<file path="src/common/eth_tx_pkg.sv">
package eth_tx_pkg;

    // Octet and CRC widths
    typedef logic [7:0]  byte_t;   // One frame octet on any stream or the PHY
    typedef logic [31:0] crc_t;    // Running CRC-32 register value

    // Fixed frame octets
    localparam byte_t ETH_PREAMBLE = 8'h55;   // Alternating ones and zeros
    localparam byte_t ETH_SFD      = 8'hD5;   // Start of frame delimiter
    localparam byte_t ETH_PAD      = 8'h00;   // Fill for short payloads

    // Frame lengths in octets
    localparam int PREAMBLE_BYTES  = 7;    // Preamble before the SFD
    localparam int MIN_FRAME_BYTES = 60;   // Payload plus pad, 64 less the FCS
    localparam int IFG_BYTES       = 12;   // 96 bit times at byte rate

    // CRC-32 in reflected form, LSB of each octet goes in first
    localparam crc_t CRC_INIT = 32'hFFFF_FFFF;
    localparam crc_t CRC_POLY = 32'hEDB8_8320;   // Bit reversed 0x04C11DB7

    // Transmit MAC phases, named after the octet that goes out next
    typedef enum logic [2:0] {
        ST_IDLE,       // Waiting for a source to offer a frame
        ST_PREAMBLE,   // Sending 0x55 octets
        ST_SFD,        // Sending the delimiter
        ST_PACKET,     // Passing payload octets through
        ST_PADDING,    // Zero fill up to the minimum
        ST_FCS,        // Four check octets, low byte first
        ST_GAP         // Idle line between frames
    } tx_state_t;

endpackage

</file>
<file path="src/common/byte_stream_if.sv">
`timescale 1ns/1ps

// Byte wide stream with valid, last and ready handshake
interface byte_stream_if;

    eth_tx_pkg::byte_t data;   // Octet offered by the source
    logic              valid;  // Source has an octet
    logic              last;   // Final payload octet of the frame
    logic              ready;  // Sink takes the octet this edge

    // Producer side
    modport source (
        output data, valid, last,
        input  ready
    );

    // Consumer side
    modport sink (
        input  data, valid, last,
        output ready
    );

endinterface

</file>
<file path="src/hdl/crc32.sv">
`timescale 1ns/1ps

// One octet step of the Ethernet CRC-32, reflected form
module crc32 (
    input  eth_tx_pkg::crc_t  crc_in,   // Register before this octet
    input  eth_tx_pkg::byte_t data,     // Octet to fold in
    output eth_tx_pkg::crc_t  crc_out,  // Register after this octet
    output eth_tx_pkg::crc_t  fcs       // Value sent on the wire for crc_in
);

    eth_tx_pkg::crc_t crc_acc;   // Shift register unrolled over 8 bits

    // Bit serial LFSR, LSB of the octet first
    always_comb begin
        crc_acc = crc_in;
        for (int i = 0; i < 8; i++) begin
            if (crc_acc[0] ^ data[i]) begin
                crc_acc = (crc_acc >> 1) ^ eth_tx_pkg::CRC_POLY;   // Feedback taps
            end else begin
                crc_acc = crc_acc >> 1;
            end
        end
    end

    assign crc_out = crc_acc;

    // Final complement, the MAC sends it low byte first
    assign fcs = ~crc_in;

endmodule

</file>
<file path="src/tx_mac/tx_mac.sv">
`timescale 1ns/1ps

// Transmit MAC
// Wraps each stream frame in preamble, SFD, pad, FCS and an inter-frame gap
module tx_mac (
    input  logic              clk,
    input  logic              crc_reset,
    byte_stream_if.sink       s_in,        // Payload from the arbiter
    input  logic              phy_ready,   // Low freezes the whole MAC
    output eth_tx_pkg::byte_t phy_data,
    output logic              phy_dv
);

    eth_tx_pkg::tx_state_t state;   // Registered phase
    eth_tx_pkg::tx_state_t phase;   // Phase acting this cycle

    logic [3:0] byte_cnt;   // Preamble, FCS and gap position
    logic [6:0] len_cnt;    // Payload plus pad length, stops at the minimum
    logic       len_full;   // Minimum length reached
    logic       len_done;   // Octet going out now completes the minimum

    eth_tx_pkg::crc_t  crc_reg;    // Running CRC over payload and pad
    eth_tx_pkg::crc_t  crc_next;   // CRC with the current octet folded in
    eth_tx_pkg::crc_t  fcs_val;    // Complemented CRC for the FCS field
    eth_tx_pkg::byte_t crc_byte;   // Octet fed to the CRC step

    assign len_full = (len_cnt == 7'(eth_tx_pkg::MIN_FRAME_BYTES));
    assign len_done = (len_cnt >= 7'(eth_tx_pkg::MIN_FRAME_BYTES - 1));

    // Source dropping valid mid-frame ends the payload right away
    always_comb begin
        phase = state;
        if (state == eth_tx_pkg::ST_PACKET && !s_in.valid) begin
            phase = len_full ? eth_tx_pkg::ST_FCS : eth_tx_pkg::ST_PADDING;
        end
    end

    // Only payload octets come from the stream, the rest of the CRC input is pad
    assign crc_byte = (phase == eth_tx_pkg::ST_PACKET) ? s_in.data : eth_tx_pkg::ETH_PAD;

    crc32 crc32_inst (
        .crc_in  (crc_reg),
        .data    (crc_byte),
        .crc_out (crc_next),
        .fcs     (fcs_val)
    );

    // Take payload only in packet phase and only when the PHY moves
    assign s_in.ready = (state == eth_tx_pkg::ST_PACKET) && phy_ready;

    always_ff @(posedge clk) begin
        if (crc_reset) begin
            state    <= eth_tx_pkg::ST_IDLE;
            phy_dv   <= 1'b0;
            phy_data <= '0;
            byte_cnt <= '0;
            len_cnt  <= '0;
        end else if (phy_ready) begin   // Back-pressure holds every register
            case (phase)
                eth_tx_pkg::ST_IDLE: begin
                    phy_dv <= 1'b0;
                    if (s_in.valid) begin
                        // First preamble octet leaves on this edge
                        phy_dv   <= 1'b1;
                        phy_data <= eth_tx_pkg::ETH_PREAMBLE;
                        byte_cnt <= 4'd1;
                        len_cnt  <= '0;
                        crc_reg  <= eth_tx_pkg::CRC_INIT;   // Fresh CRC per frame
                        state    <= eth_tx_pkg::ST_PREAMBLE;
                    end
                end

                eth_tx_pkg::ST_PREAMBLE: begin
                    phy_data <= eth_tx_pkg::ETH_PREAMBLE;
                    byte_cnt <= byte_cnt + 4'd1;
                    if (byte_cnt == 4'(eth_tx_pkg::PREAMBLE_BYTES - 1)) begin
                        state <= eth_tx_pkg::ST_SFD;   // Seventh octet goes now
                    end
                end

                eth_tx_pkg::ST_SFD: begin
                    phy_data <= eth_tx_pkg::ETH_SFD;
                    byte_cnt <= '0;   // FCS index starts from zero
                    state    <= eth_tx_pkg::ST_PACKET;
                end

                eth_tx_pkg::ST_PACKET: begin
                    phy_data <= s_in.data;   // Octet out one cycle after transfer
                    crc_reg  <= crc_next;
                    if (!len_full) begin
                        len_cnt <= len_cnt + 7'd1;
                    end
                    if (s_in.last) begin
                        state <= len_done ? eth_tx_pkg::ST_FCS : eth_tx_pkg::ST_PADDING;
                    end
                end

                eth_tx_pkg::ST_PADDING: begin
                    // Also entered straight from packet when valid drops
                    phy_data <= eth_tx_pkg::ETH_PAD;
                    crc_reg  <= crc_next;
                    len_cnt  <= len_cnt + 7'd1;
                    state    <= len_done ? eth_tx_pkg::ST_FCS : eth_tx_pkg::ST_PADDING;
                end

                eth_tx_pkg::ST_FCS: begin
                    phy_data <= fcs_val[{byte_cnt[1:0], 3'b000} +: 8];   // LSB first
                    byte_cnt <= byte_cnt + 4'd1;
                    state    <= eth_tx_pkg::ST_FCS;
                    if (byte_cnt == 4'd3) begin
                        byte_cnt <= '0;
                        state    <= eth_tx_pkg::ST_GAP;
                    end
                end

                eth_tx_pkg::ST_GAP: begin
                    phy_dv   <= 1'b0;   // First gap edge drops dv
                    byte_cnt <= byte_cnt + 4'd1;
                    if (byte_cnt == 4'(eth_tx_pkg::IFG_BYTES - 1)) begin
                        byte_cnt <= '0;
                        state    <= eth_tx_pkg::ST_IDLE;
                    end
                end

                default: begin
                    phy_dv <= 1'b0;
                    state  <= eth_tx_pkg::ST_IDLE;
                end
            endcase
        end
    end

endmodule

</file>
<file path="src/hdl/tx_stream_arbiter.sv">
`timescale 1ns/1ps

// Two source round-robin arbiter, grant held for a whole frame
module tx_stream_arbiter (
    input  logic          clk,
    input  logic          crc_reset,
    byte_stream_if.sink   src0,
    byte_stream_if.sink   src1,
    byte_stream_if.source m_out
);

    logic grant;         // Source currently routed to m_out
    logic locked;        // Frame in progress on the granted source
    logic last_served;   // Source that sent the most recent whole frame
    logic xfer;          // Octet moves on m_out this edge
    logic pick_valid;    // Preferred source is waiting

    // Zero latency mux toward the MAC
    assign m_out.data  = grant ? src1.data  : src0.data;
    assign m_out.valid = grant ? src1.valid : src0.valid;
    assign m_out.last  = grant ? src1.last  : src0.last;

    // Ready back to the granted source only
    assign src0.ready = m_out.ready && !grant;
    assign src1.ready = m_out.ready &&  grant;

    assign xfer = m_out.valid && m_out.ready;

    // Source that did not go last gets first pick
    assign pick_valid = last_served ? src0.valid : src1.valid;

    always_ff @(posedge clk) begin
        if (crc_reset) begin
            grant       <= 1'b0;
            locked      <= 1'b0;
            last_served <= 1'b1;   // Source 0 wins the first tie
        end else if (xfer) begin
            if (m_out.last) begin
                // Frame done, hand over if the other side waits
                locked      <= 1'b0;
                last_served <= grant;
                if (grant ? src0.valid : src1.valid) begin
                    grant <= ~grant;
                end
            end else begin
                locked <= 1'b1;   // First octet pins the grant
            end
        end else if (!locked && !m_out.valid) begin
            // Granted side idle, move to whoever is waiting
            if (pick_valid) begin
                grant <= ~last_served;
            end else if (src0.valid || src1.valid) begin
                grant <= last_served;
            end
        end
    end

endmodule

</file>
<file path="src/hdl/eth_tx_top.sv">
`timescale 1ns/1ps

// Two byte stream sources sharing one transmit MAC
module eth_tx_top (
    input  logic              clk,
    input  logic              crc_reset,
    // Source 0
    input  eth_tx_pkg::byte_t src0_data,
    input  logic              src0_valid,
    input  logic              src0_last,
    output logic              src0_ready,
    // Source 1
    input  eth_tx_pkg::byte_t src1_data,
    input  logic              src1_valid,
    input  logic              src1_last,
    output logic              src1_ready,
    // PHY side
    input  logic              phy_ready,
    output eth_tx_pkg::byte_t phy_data,
    output logic              phy_dv
);

    byte_stream_if src0_if ();      // Source 0 into the arbiter
    byte_stream_if src1_if ();      // Source 1 into the arbiter
    byte_stream_if arb_to_mac ();   // Granted stream into the MAC

    // Plain ports onto the stream bundles
    assign src0_if.data  = src0_data;
    assign src0_if.valid = src0_valid;
    assign src0_if.last  = src0_last;
    assign src0_ready    = src0_if.ready;

    assign src1_if.data  = src1_data;
    assign src1_if.valid = src1_valid;
    assign src1_if.last  = src1_last;
    assign src1_ready    = src1_if.ready;

    tx_stream_arbiter tx_stream_arbiter_inst (
        .clk       (clk),
        .crc_reset (crc_reset),
        .src0      (src0_if),
        .src1      (src1_if),
        .m_out     (arb_to_mac)
    );

    tx_mac tx_mac_inst (
        .clk       (clk),
        .crc_reset (crc_reset),
        .s_in      (arb_to_mac),
        .phy_ready (phy_ready),
        .phy_data  (phy_data),
        .phy_dv    (phy_dv)
    );

endmodule

</file>
<file path="config.mk">
export PLATFORM = sky130hd
export DESIGN_NAME = eth_tx_top
export DESIGN_NICKNAME = d
export VERILOG_FILES = /design/src/common/eth_tx_pkg.sv /design/src/common/byte_stream_if.sv /design/src/hdl/crc32.sv /design/src/tx_mac/tx_mac.sv /design/src/hdl/tx_stream_arbiter.sv /design/src/hdl/eth_tx_top.sv
export SDC_FILE = /design/constraint.sdc
export NUM_CORES = 1
export LEC_CHECK = 0
export BUFFER_PORTS_ARGS = -buffer_cell sky130_fd_sc_hd__buf_2
export CAP_MARGIN = 20
export CORE_MARGIN = 2
export CORE_UTILIZATION = 55
export DETAILED_ROUTE_END_ITERATION = 8
export PLACE_DENSITY_LB_ADDON = 0.25
export SYNTH_ARGS = -nofsm -noshare
export SYNTH_HDL_FRONTEND = slang
export SYNTH_SLANG_ARGS = --single-unit
</file>
<file path="constraint.sdc">
create_clock -name clk -period 9.5 [get_ports clk]
set_input_delay 1.9 -clock clk [delete_from_list [all_inputs] [get_ports clk]]
set_output_delay 1.9 -clock clk [all_outputs]
set_load 0.01 [all_outputs]
</file>
==> summary by stage, run 1 <==
Run status
The run finished with clean final reports.

Routing
The first TritonRoute pass finished after 5 iterations. The final routed DRC violation total is 0. The detailed router's first-iteration violation count is 212. In this run the remaining antenna-violating nets after routing total 0. The wire length per cell after detailed routing is 17.3 um. The total wire length after detailed routing is 9890 um.

The via count is 3301. After detailed routing, the number of vias per cell comes to 5.77.

Power
The sequential power share is roughly 45%. Combinational logic burns between 10% and 20% of the power. The switching power is approximately 0.18 mW. For this design the static power due to leakage is 1.63 nW.

The cell-internal power is approximately 0.44 mW. The switching fraction of total power is 29.7%. The power after layout is approximately 0.62 mW. The worst-case IR drop observed on VDD is 73.4 uV. For this design the ratio of total power to cell area is 133 nW/um^2.

Per report_power, the clock group accounts for 38.5% of the total.

STA
Timing would allow up to 193 MHz. After layout, the worst path uses 54.6% of the clock period. The number of hold violations in the final report is 0. The tightest hold path in the finished design has a slack of 0.459 ns. Between clock sinks in the finished design, the worst skew comes to 0.00731 ns. The sum of negative setup slack is 0 ns.

The worst path needs 5.19 ns of the cycle, external delays included. Setup repair after global routing left no endpoint under its margin. Setup violations remaining at the end of the flow were counted as 0. The relative max-transition margin is 35.1%.

The total count of max-transition violations in the final report is 0. For the pin with the worst max-slew slack, the measured transition is 0.972 ns. Across all setup checks in the final design, the least slack found is 4.31 ns.

Place
In this run the tool buffered the top-level ports with 33 buffer cells. The setup slack after placement is approximately 4.0 ns. After legalization and detailed placement, the total HPWL measured 7420 um. The routability-driven placement congestion ratio is 0.871.

Yosys
The number of cells produced by synthesis is between 400 and 500. The xor and xnor area share after synthesis is 22.5%. The portion of synthesized cell area occupied by the leading cell type is 22.7%. Multiplexer cells account for 9.33% of the synthesized area. Summing the areas of all fa, ha and maj instances in the mapped netlist gives roughly 3.2% of the synthesized area.

Sequential cells were found to cover 35.0% of the synthesized design area. Of all flip-flops after synthesis, the portion carrying an async set or reset was 0%. After synthesis the netlist holds a flip-flop and latch count of 58.

In the synthesized netlist the dominant register cell turns out to be sky130_fd_sc_hd__edfxtp_1. Synthesis produced a netlist with a net count of 470. By area the synthesized netlist is led by sky130_fd_sc_hd__edfxtp_1 23%, sky130_fd_sc_hd__dfxtp_1 12%, sky130_fd_sc_hd__xnor2_1 8.9%, sky130_fd_sc_hd__xor2_1 7.6%, sky130_fd_sc_hd__nand2_1 6.0%. The average instance area after synthesis is 9.72 sq um.

The post-synthesis compound-gate area fraction is 11.7%. Yosys mapped a number of flops with a built-in enable equal to 32. The cell type with the largest total area after synthesis is sky130_fd_sc_hd__edfxtp_1. The most frequent cell after synthesis is sky130_fd_sc_hd__nand2_1.

Sorting the synthesized cells by how often they occur yields 68 x sky130_fd_sc_hd__nand2_1, 43 x sky130_fd_sc_hd__xnor2_1, 37 x sky130_fd_sc_hd__nor2_1, 37 x sky130_fd_sc_hd__xor2_1, 32 x sky130_fd_sc_hd__edfxtp_1. Yosys printed 0 warnings. After synthesis, the largest family of logic cells by area is XOR/XNOR gates. Synthesis instantiated 63 different standard cells from the library.

The synthesized netlist devotes between 15 and 20% of its cell area to simple gates. The mapped netlist covers 4240 sq um.

Floorplan
The floorplan row count is 32. The area of the core region is 7610 sq um. The die covers about 8400 sq um. Measured along the x axis, the die boundary spans a little over 90 um. For this configuration, the core starts out at a cell density of 55.7%. From bottom edge to top edge, the die measures 91.8 um. 34 I/O pins were placed.

GRT
The largest net degree at the start of global routing is 33. The initial antenna violation count is 0. The via count of the first global-routing pass is about 3300. The first global-routing pass estimated 16600 um of wire. For this run the aggregate overflow at the end of global routing stands at 0.

The overall track demand over capacity in global routing is 25.4%.

Critical path
STA classifies the critical path startpoint as an input pin. For the worst setup path, the data required time is 9.56 ns. The capturing element type of the critical path is a flip-flop. The biggest fanout along the worst timing path is 15. The worst path arrival time is 5.24 ns. The class of the most critical setup path is input pin to flip-flop.

Min path
The worst hold path belongs to the class flip-flop to flip-flop.

CTS
The clock latency reported for the late side of the worst-skew pair is 0.35 ns. The number of buffers inserted by post-CTS setup repair is 0. Hold repair after CTS inserted 0 buffers. TritonCTS built the clock tree. The H-tree was split into 3 levels.

The CTS clock-pin slew for the worst setup and hold paths is ~0.08 ns. The clock passes through at most 2 buffers. The number of sinks on the clock net is 58. The number of gates given a new drive strength after cts is 0. Clock tree synthesis inserted a total of 9 buffers.

The cell sitting at the root of the clock tree is a sky130_fd_sc_hd__clkbuf_8.

Layout
In the final design database the tool counted 499 nets. The fraction of layout cells with a size suffix above 1 is 18.1%. The fraction of the core area covered by cells at the end of the flow is 61.3%.

From synthesis to final layout, the design area changed by 10.1%. The repair_antennas step left the layout with diodes totalling 0. The register with the most flip-flops in the layout has 32 of them. The number of filler instances in the final layout is 628.

Job
Max-cap violations in this run came to 0.
-- stage by stage --
step / cell area [sq um] / std cells
after global placement: 4470 / 556
after global routing: 4670 / 572
after CTS: 4670 / 572
after floorplan: 4240 / 436
after detailed placement: 4470 / 556
final: 4670 / 572
-- routing by layer --
layer	part of all wire, %	vias to the layer above	global-route usage [%]
met5	0	-	0
met4	3.3	0	13.8
met3	5.2	24	4.60
met2	48	127	41.6
met1	43	1561	31.8
li1	-	1589	-
-- path summary, 6_finish.rpt --
path / slack (ns) / startpoint / depth (start not counted) / to
worst max-delay path: 4.31 / src1_valid / 13 / tx_mac_inst.crc_reg[20]$_SDFFCE_PN1P_
worst min-delay path: 0.46 / tx_mac_inst.phy_data[7]$_SDFFE_PP0P_ / 2 / tx_mac_inst.phy_data[7]$_SDFFE_PP0P_
worst max register to register: 5.03 / tx_stream_arbiter_inst.grant$_SDFFE_PP0P_ / 12 / tx_mac_inst.crc_reg[20]$_SDFFCE_PN1P_
worst min register to register: 0.46 / tx_mac_inst.phy_data[7]$_SDFFE_PP0P_ / 2 / tx_mac_inst.phy_data[7]$_SDFFE_PP0P_
-- critical path: stages --
cell                      delay, ns
sky130_fd_sc_hd__buf_2         0.13
sky130_fd_sc_hd__mux2i_1       0.45
sky130_fd_sc_hd__nand2_1       0.10
sky130_fd_sc_hd__o21ai_0       0.49
sky130_fd_sc_hd__inv_1         0.14
sky130_fd_sc_hd__ha_1          0.27
sky130_fd_sc_hd__nor2b_1       0.21
sky130_fd_sc_hd__o21ai_2       0.26
sky130_fd_sc_hd__o21ai_0       0.22
sky130_fd_sc_hd__and2_1        0.26
sky130_fd_sc_hd__a32oi_2       0.43
sky130_fd_sc_hd__xnor3_1       0.30
sky130_fd_sc_hd__nand2_1       0.06
-- power groups by stage --
stage,combinational [mW],sequential (mW),clock (mW)
finish,0.100,0.281,0.239
global route,0.110,0.282,0.254
CTS,0.0993,0.281,0.244
detailed placement,0.0986,0.287,0
global placement,0.0972,0.287,0
floorplan,0.0766,0.282,0
-- cell usage in the layout (no fill, tap or decap), drive strengths merged, types with 7 or more instances in the layout --
cell    netlist  layout
nand2        69      69
mux2i        12      12
nor2         37      37
a21oi        19      19
mux4          8       8
clkbuf        9       9
o21ai        22      22
dfxtp        26      26
buf           7      34
xnor2        46      46
mux2          7       7
inv          11      16
xor2         42      42
nand3        10      10
edfxtp       32      32
ha           11      11
-- kinds of logic (layout without fill, tap and decap cells) --
family / count (synthesis) / after routing
xor+xnor: 93 / 93
fa+ha+maj: 11 / 11
compound gates: 72 / 72
simple gates: 148 / 148
buf+inv: 27 / 61
mux: 27 / 27
flops: 58 / 58
-- cell type report --
type / instances / area, sq um / share of cell area, %
Multi-Input combinational cell: 351 / 2650 / 56.7
Sequential cell: 58 / 1480 / 31.8
Timing Repair Buffer: 34 / 173 / 3.70
Tap cell: 102 / 128 / 2.74
Clock buffer: 9 / 124 / 2.65
Clock inverter: 7 / 72.6 / 1.56
Inverter: 11 / 41.3 / 0.885
(Power assumes the default switching activity.)
==> inputs of run 2 (changes only) <==
==> constraint.sdc (replaced) <==
create_clock -name clk -period 4.45 [get_ports clk]
set_input_delay 0.89 -clock clk [delete_from_list [all_inputs] [get_ports clk]]
set_output_delay 0.89 -clock clk [all_outputs]
set_load 0.01 [all_outputs]
==> summary by stage, run 2 (synthesized netlist as in run 1, its figures left out) <==
Run status
The flow ran to the end, and the final reports show no timing, DRC or antenna violations.

STA
Setup violations remaining at the end of the flow were counted as 0. Setup repair after global routing left no endpoint under its margin. Of the available clock period, the critical path in the final layout requires 89.9%. The highest achievable clock rate is 250 MHz. The number of hold violations in the final report is 0.

The post-route minimum period is 4.00 ns. The total count of max-transition violations in the final report is 0. Setup slack on the critical path of the routed design comes to 0.450 ns. The slew of the pin with the lowest slew margin is 0.682 ns.

The clock skew after layout is 0.0107 ns. The sum of negative setup slack is 0 ns. The relative max-transition margin is 54.5%.

CTS
For the worst-skew pair, the clock arrives at the later sink with an insertion delay of between 0.3 and 0.4 ns. The CTS clock-pin slew for the worst setup and hold paths is 0.08 ns. The number of buffers inserted by post-CTS setup repair is 0.

Hold repair after CTS inserted 0 buffers. TritonCTS built the clock tree. The total CTS buffers is 9. The maximum root-to-sink buffer count is 2. The number of H-tree levels is 3.

The clock net in this run drives a total of 58 sinks. CTS placed an instance of sky130_fd_sc_hd__clkbuf_8 at the clock tree root. In this run, post-CTS repair resized a total of 0 instances.

Routing
The total wire length after detailed routing is 10300 um. In the final routed layout, each cell accounts on average for 17.9 um. After detailed routing, the number of remaining DRC violations is 0. In the routed layout, each cell is associated on average with a via count of 5.78. The number of iterations in the first detailed-routing pass is 4. Detailed routing inserted a total of between 3000 and 4000 vias. The detailed router's first-iteration violation count is 120.

Once detail routing completed, the nets flagged for antenna violations numbered 0.

Layout
After the last flow step, the layout net total stands at 503. The register with the most flip-flops in the layout has 32 of them. Leaving out filler cells and counting taps, the final layout contains 576. Of the cells placed in the final design, the portion with a size suffix greater than 1 is 18.8%. Leaving out fill and tap cells, the most frequent cell in the layout is sky130_fd_sc_hd__nand2_1. Relative to the synthesized area, the layout overhead comes to 11.5%.

The fraction of the core area covered by cells at the end of the flow is 62.1%. The number of antenna diodes in the final layout is 0. Counting the fill cells in the layout gives 647. The top cell types in the final layout, fill and taps aside, are 68 x sky130_fd_sc_hd__nand2_1, 43 x sky130_fd_sc_hd__xnor2_1, 37 x sky130_fd_sc_hd__nor2_1, 37 x sky130_fd_sc_hd__xor2_1, 33 x sky130_fd_sc_hd__buf_2. After routing the design area is 4720 sq um. The area of combinational cells with multiple inputs is 2650 sq um. Summing all flip-flop and latch instances after layout gives 1480 sq um.

Power
The sequential power share is a little over two fifths. The switching fraction of total power is between 20% and 30%. The internal portion of the total power is 0.967 mW. The combinational share of power is 16.2%. The power density over the cells is 289 nW/um^2.

The switching power is 0.398 mW. In this run the static leakage power is 1.66 nW. The clock network burns approximately two fifths of the power. The peak ir drop on the vdd network is 161 uV.

Min path
The worst hold-check path type is flip-flop to flip-flop.

Critical path
The type of element launching the critical path is a flip-flop. STA puts the critical path data arrival time at 4.10 ns. The worst path required time is approximately 4.6 ns. The setup path with the least slack is of type flip-flop to flip-flop. The capturing element type of the critical path is a flip-flop. The biggest fanout along the worst timing path is 11.

Floorplan
The initial core utilization is 55.7%. The floorplan row count is 32. The I/O pin total is 34. The die span in y is 91.8 um. The area of the die is 8420 sq um. The area of the core region is roughly 7600 sq um. The horizontal die dimension is slightly above 90 um.

GRT
In this run the most used layer during global routing was met2. The remaining global-route overflow is 0. The met3 track demand over resource is 4.44%. The via count of the first global-routing pass came to 3341. The first global-routing pass estimated 16800 um of wire. The fraction of met2 tracks used by global routing is 45.3%.

The initial antenna violation count is 0. The overall track demand over capacity in global routing is 26.1%. For met1 alone, demand over resource in global routing was 31.8%. Entering global routing, the biggest net connects 33 pins.

Place
The HPWL after detailed placement is 7580 um. OpenSTA, run right after detailed placement, puts the worst setup slack at 0.440 ns. The total instance count after detailed placement is 560. The count of port buffers added during placement is 33.

The routability-driven placement congestion ratio is 0.907. After detailed placement, the total cell area comes to 4510 sq um.

Job
Max-cap violations in this run came to 0.
## run 2: final timing paths
| kind | from | end | slack (ns) | cells after the start |
|---|---|---|---|---|
| setup / recovery | tx_mac_inst.len_cnt[2]$_SDFFE_PP0P_ | tx_mac_inst.crc_reg[19]$_SDFFCE_PN1P_ | 0.45 | 11 |
| hold / removal | tx_mac_inst.phy_data[1]$_SDFFE_PP0P_ | tx_mac_inst.phy_data[1]$_SDFFE_PP0P_ | 0.46 | 2 |
| setup reg to reg | tx_mac_inst.len_cnt[2]$_SDFFE_PP0P_ | tx_mac_inst.crc_reg[19]$_SDFFCE_PN1P_ | 0.45 | 11 |
| hold reg to reg | tx_mac_inst.phy_data[1]$_SDFFE_PP0P_ | tx_mac_inst.phy_data[1]$_SDFFE_PP0P_ | 0.46 | 2 |
## run 2: per-stage QoR
step / hold WS (ns) / power, mW
global route: 0.468 / 1.42
CTS: 0.453 / 1.37
detailed placement: 0.445 / 0.829
finish: 0.456 / 1.36
floorplan: 0.448 / 0.766
global placement: 0.443 / 0.825
## run 2: power groups by stage
stage	combinational, mW	sequential [mW]	clock (mW)
final	0.221	0.599	0.545
after global routing	0.242	0.602	0.572
after CTS	0.219	0.599	0.552
after detailed placement	0.218	0.611	0
after global placement	0.214	0.611	0
after floorplan	0.164	0.602	0
## run 2: worst max-delay path, stage by stage (launching register included)
cell and delay [ns]:
sky130_fd_sc_hd__dfxtp_1 0.44, sky130_fd_sc_hd__nand4_1 0.16, sky130_fd_sc_hd__nor3b_1 0.52, sky130_fd_sc_hd__o31a_1 0.31
sky130_fd_sc_hd__ha_1 0.25, sky130_fd_sc_hd__nor2b_1 0.38, sky130_fd_sc_hd__o21a_1 0.42, sky130_fd_sc_hd__nand2b_1 0.24
sky130_fd_sc_hd__xor2_2 0.47, sky130_fd_sc_hd__xnor2_2 0.19, sky130_fd_sc_hd__xnor3_1 0.30, sky130_fd_sc_hd__nand2_1 0.05
## run 2: per-layer routing
| layer | part of all wire, % | routed length (um) | vias to the layer above |
|---|---|---|---|
| li1 | - | - | 1588 |
| met1 | 43 | 4470 | 1622 |
| met2 | 51 | 5230 | 98 |
| met3 | 4.1 | 428 | 20 |
| met4 | 2.1 | 217 | 0 |
| met5 | 0 | 0 | - |
## run 2: area by class of cell
class | instances | share of cell area (%)
Tap cell | 102 | 2.70
Multi-Input combinational cell | 351 | 56.2
Inverter | 11 | 0.874
Timing Repair Buffer | 38 | 4.29
Clock buffer | 10 | 3.15
Sequential cell | 58 | 31.4
Clock inverter | 6 | 1.46
==> inputs of run 3 (changes only) <==
--- a/config.mk
+++ b/config.mk
@@ -5,7 +5,7 @@
 export SDC_FILE = /design/constraint.sdc
 export NUM_CORES = 1
 export LEC_CHECK = 0
-export BUFFER_PORTS_ARGS = -buffer_cell sky130_fd_sc_hd__buf_2
+export BUFFER_PORTS_ARGS = -buffer_cell sky130_fd_sc_hd__buf_4
 export CAP_MARGIN = 20
 export CORE_MARGIN = 2
 export CORE_UTILIZATION = 55
==> summary by stage, run 3 (synthesized netlist as in run 1, its figures left out) <==
STA
The number of setup violations in the final report is 0. The tightest hold path in the finished design has a slack of around 0.46 ns. For the finished layout, the period the worst path requires is 3.89 ns.

The number of hold violations in the final report is 0. The final worst-path cycle share is between 80 and 90%. Headroom to the max-slew limit came out at between 50% and 60%.

Based on the critical path, the design can be clocked at up to ~260 MHz. The clock skew after layout is 0.00885 ns. For the pin with the worst max-slew slack, the measured transition is 0.646 ns. The total count of max-transition violations in the final report is 0. Setup repair after global routing left no endpoint under its margin.

The sum of negative setup slack is 0 ns.

CTS
The number of H-tree levels is 3. The number of buffers inserted by post-CTS setup repair is 0. The total CTS buffers is 9. The number of sinks on the clock net is 58. The later pin in the worst-skew pair is clocked with a latency of 0.35 ns.

The cell sitting at the root of the clock tree is a sky130_fd_sc_hd__clkbuf_8. The number of gates given a new drive strength after cts is 0. The number of buffers inserted by hold repair at cts is 0.

After clock tree synthesis, the clock-pin slew on the worst setup and hold paths is 0.08 ns. The maximum root-to-sink buffer count is 2. TritonCTS built the clock tree.

GRT
For this run the aggregate overflow at the end of global routing stands at 0. The via count of the first global-routing pass is 3250. The initial antenna violation count is 0.

The overall track demand over capacity in global routing is 25.6%. The first-pass GRT wire length is 16700 um. Entering global routing, the biggest net connects 33 pins.

Floorplan
The initial core utilization is 55.7%. The horizontal die dimension is between 90 and 100 um. The core region is 7610 sq um.

The die span in y is just over 90 um. After floorplanning, the core was divided into 32 placement rows. The I/O pin total is 34. The area of the die is 8420 sq um.

Critical path
The largest incremental delay on the critical path is 0.47 ns. The signal on the critical path passes through nand4_1 -> nor3b_1 -> o31a_1 -> ha_1 -> nor2b_1 -> o21a_1 -> nand2b_1 -> xor2_2 -> xnor2_2 -> xnor3_1 -> nand2_1. The worst reg2reg path depth is 11.

The capturing element type of the critical path is a flip-flop. The total buffers and inverters traversed by the critical path is 0. On the critical path the largest part of the delay comes from simple AND/OR/NAND/NOR gates. In this run the number of cells on the critical path is 11. The worst path required time is 4.54 ns. The cell type of the slowest stage on the worst timing path is sky130_fd_sc_hd__xor2_2.

In this run the worst path has a maximum fanout of 11. The worst path arrival time is between 3 and 4 ns. The type of element launching the critical path is a flip-flop. The class of the most critical setup path is flip-flop to flip-flop.

Routing
The detailed router's first-iteration violation count is 122. The routed design has 9960 um of wire. The detail route stage leaves a number of antenna-violating nets equal to 0.

Dividing the detail-routed via count by the number of cells gives 5.62. The wire length per cell after detailed routing is 17.3 um. Before antenna repair, the detailed router went through 4 iterations. The via count is about 3200. The final routed DRC violation total is 0.

Min path
Counting instances, the worst hold path has a depth of 2. The path class of the tightest hold or removal check is flip-flop to flip-flop.

Layout
The area occupied by registers is 1480 sq um. The area of combinational cells with multiple inputs is 2650 sq um. The number of filler instances in the final layout is 662. The repair_antennas step left the layout with diodes totalling 0. In the final layout, the share of cells above drive strength 1 is 18.8%. The flip-flop count of the largest register after layout is 32. Compared with the post-synthesis result, the final layout area differs by 12.4%. The most common cell after layout, fill and taps aside is sky130_fd_sc_hd__nand2_1. In the layout the commonest cells are 68 x sky130_fd_sc_hd__nand2_1, 43 x sky130_fd_sc_hd__xnor2_1, 38 x sky130_fd_sc_hd__buf_4.

For this run, the number of standard cells in the final layout without fillers is 576. The design area is 4760 sq um. The final-stage net count is 503.

Place
Routability-driven placement finished with a final weighted congestion of 0.920. Summing all placed instances gives a cell area of around 4600 sq um. Port buffering added 33 buffers.

Summed over all nets, the half-perimeter wirelength after detailed placement is 7470 um. The total instance count after detailed placement is 560.

Job
The number of maximum-capacitance violations is 0.

Power
IR analysis of the VDD net gives a maximum drop of 156 uV. In this run the static leakage power is about 1.7 nW. For this design the ratio of total power to cell area is about 270 nW/um^2.

Run status
The flow ran to the end, and the final reports show no timing, DRC or antenna violations.
[run 3: cell count changes in the layout (fill, tap and decap cells not counted)]
cell | before | now
sky130_fd_sc_hd__buf_2 | 33 | 0
sky130_fd_sc_hd__buf_4 | 5 | 38
sky130_fd_sc_hd__clkinv_2 | 0 | 2
sky130_fd_sc_hd__clkinv_4 | 2 | 0
sky130_fd_sc_hd__bufinv_16 | 1 | 0
sky130_fd_sc_hd__clkbuf_16 | 1 | 0
sky130_fd_sc_hd__clkbuf_8 | 9 | 10
sky130_fd_sc_hd__inv_4 | 2 | 3
[run 3: tightest hold or removal path, stage by stage, from the launching register on]
cell and delay [ns]:
sky130_fd_sc_hd__dfxtp_1 0.32, sky130_fd_sc_hd__nand2_1 0.05, sky130_fd_sc_hd__a21oi_1 0.05
[run 3: path summary, 6_finish.rpt]
| path | slack [ns] | end | start |
|---|---|---|---|
| setup reg to reg | 0.56 | tx_mac_inst.crc_reg[19]$_SDFFCE_PN1P_ | tx_mac_inst.len_cnt[2]$_SDFFE_PP0P_ |
| hold reg to reg | 0.46 | tx_mac_inst.phy_data[1]$_SDFFE_PP0P_ | tx_mac_inst.phy_data[1]$_SDFFE_PP0P_ |
| hold / removal | 0.46 | tx_mac_inst.phy_data[1]$_SDFFE_PP0P_ | tx_mac_inst.phy_data[1]$_SDFFE_PP0P_ |
| setup / recovery | 0.56 | tx_mac_inst.crc_reg[19]$_SDFFCE_PN1P_ | tx_mac_inst.len_cnt[2]$_SDFFE_PP0P_ |
[run 3: layout make-up]
| type | instances | share of cell area (%) |
|---|---|---|
| clock buffers | 10 | 2.89 |
| clock inverters | 6 | 0.788 |
| flip-flops and latches | 58 | 31.1 |
| well taps | 102 | 2.68 |
| multi-input cells | 351 | 55.7 |
| repair buffers | 38 | 5.99 |
| inverters | 11 | 0.867 |
[run 3: where the power goes]
part | internal (mW) | switching (mW)
Combinational | 0.0995 | 0.128
Sequential | 0.579 | 0.0198
Clock | 0.218 | 0.238
Total | 0.897 | 0.386
[run 3: per-stage QoR]
stage | total power, mW | utilization (%) | worst slack (ns)
CTS | 1.29 | 62.6 | 0.613
finish | 1.28 | 62.6 | 0.556
global route | 1.34 | 62.6 | 0.348
detailed placement | 0.837 | 60.3 | 0.472
global placement | 0.834 | 60.3 | 0.540
floorplan | 0.766 | - | 0.327
[run 3: routing by layer]
layer / track usage (%) / wire length [um] / up-vias
met4: 11.2 / 248 / 0
met2: 42.1 / 4810 / 96
li1: - / - / 1591
met1: 33.6 / 4390 / 1526
met5: 0 / 0 / -
met3: 4.11 / 516 / 22
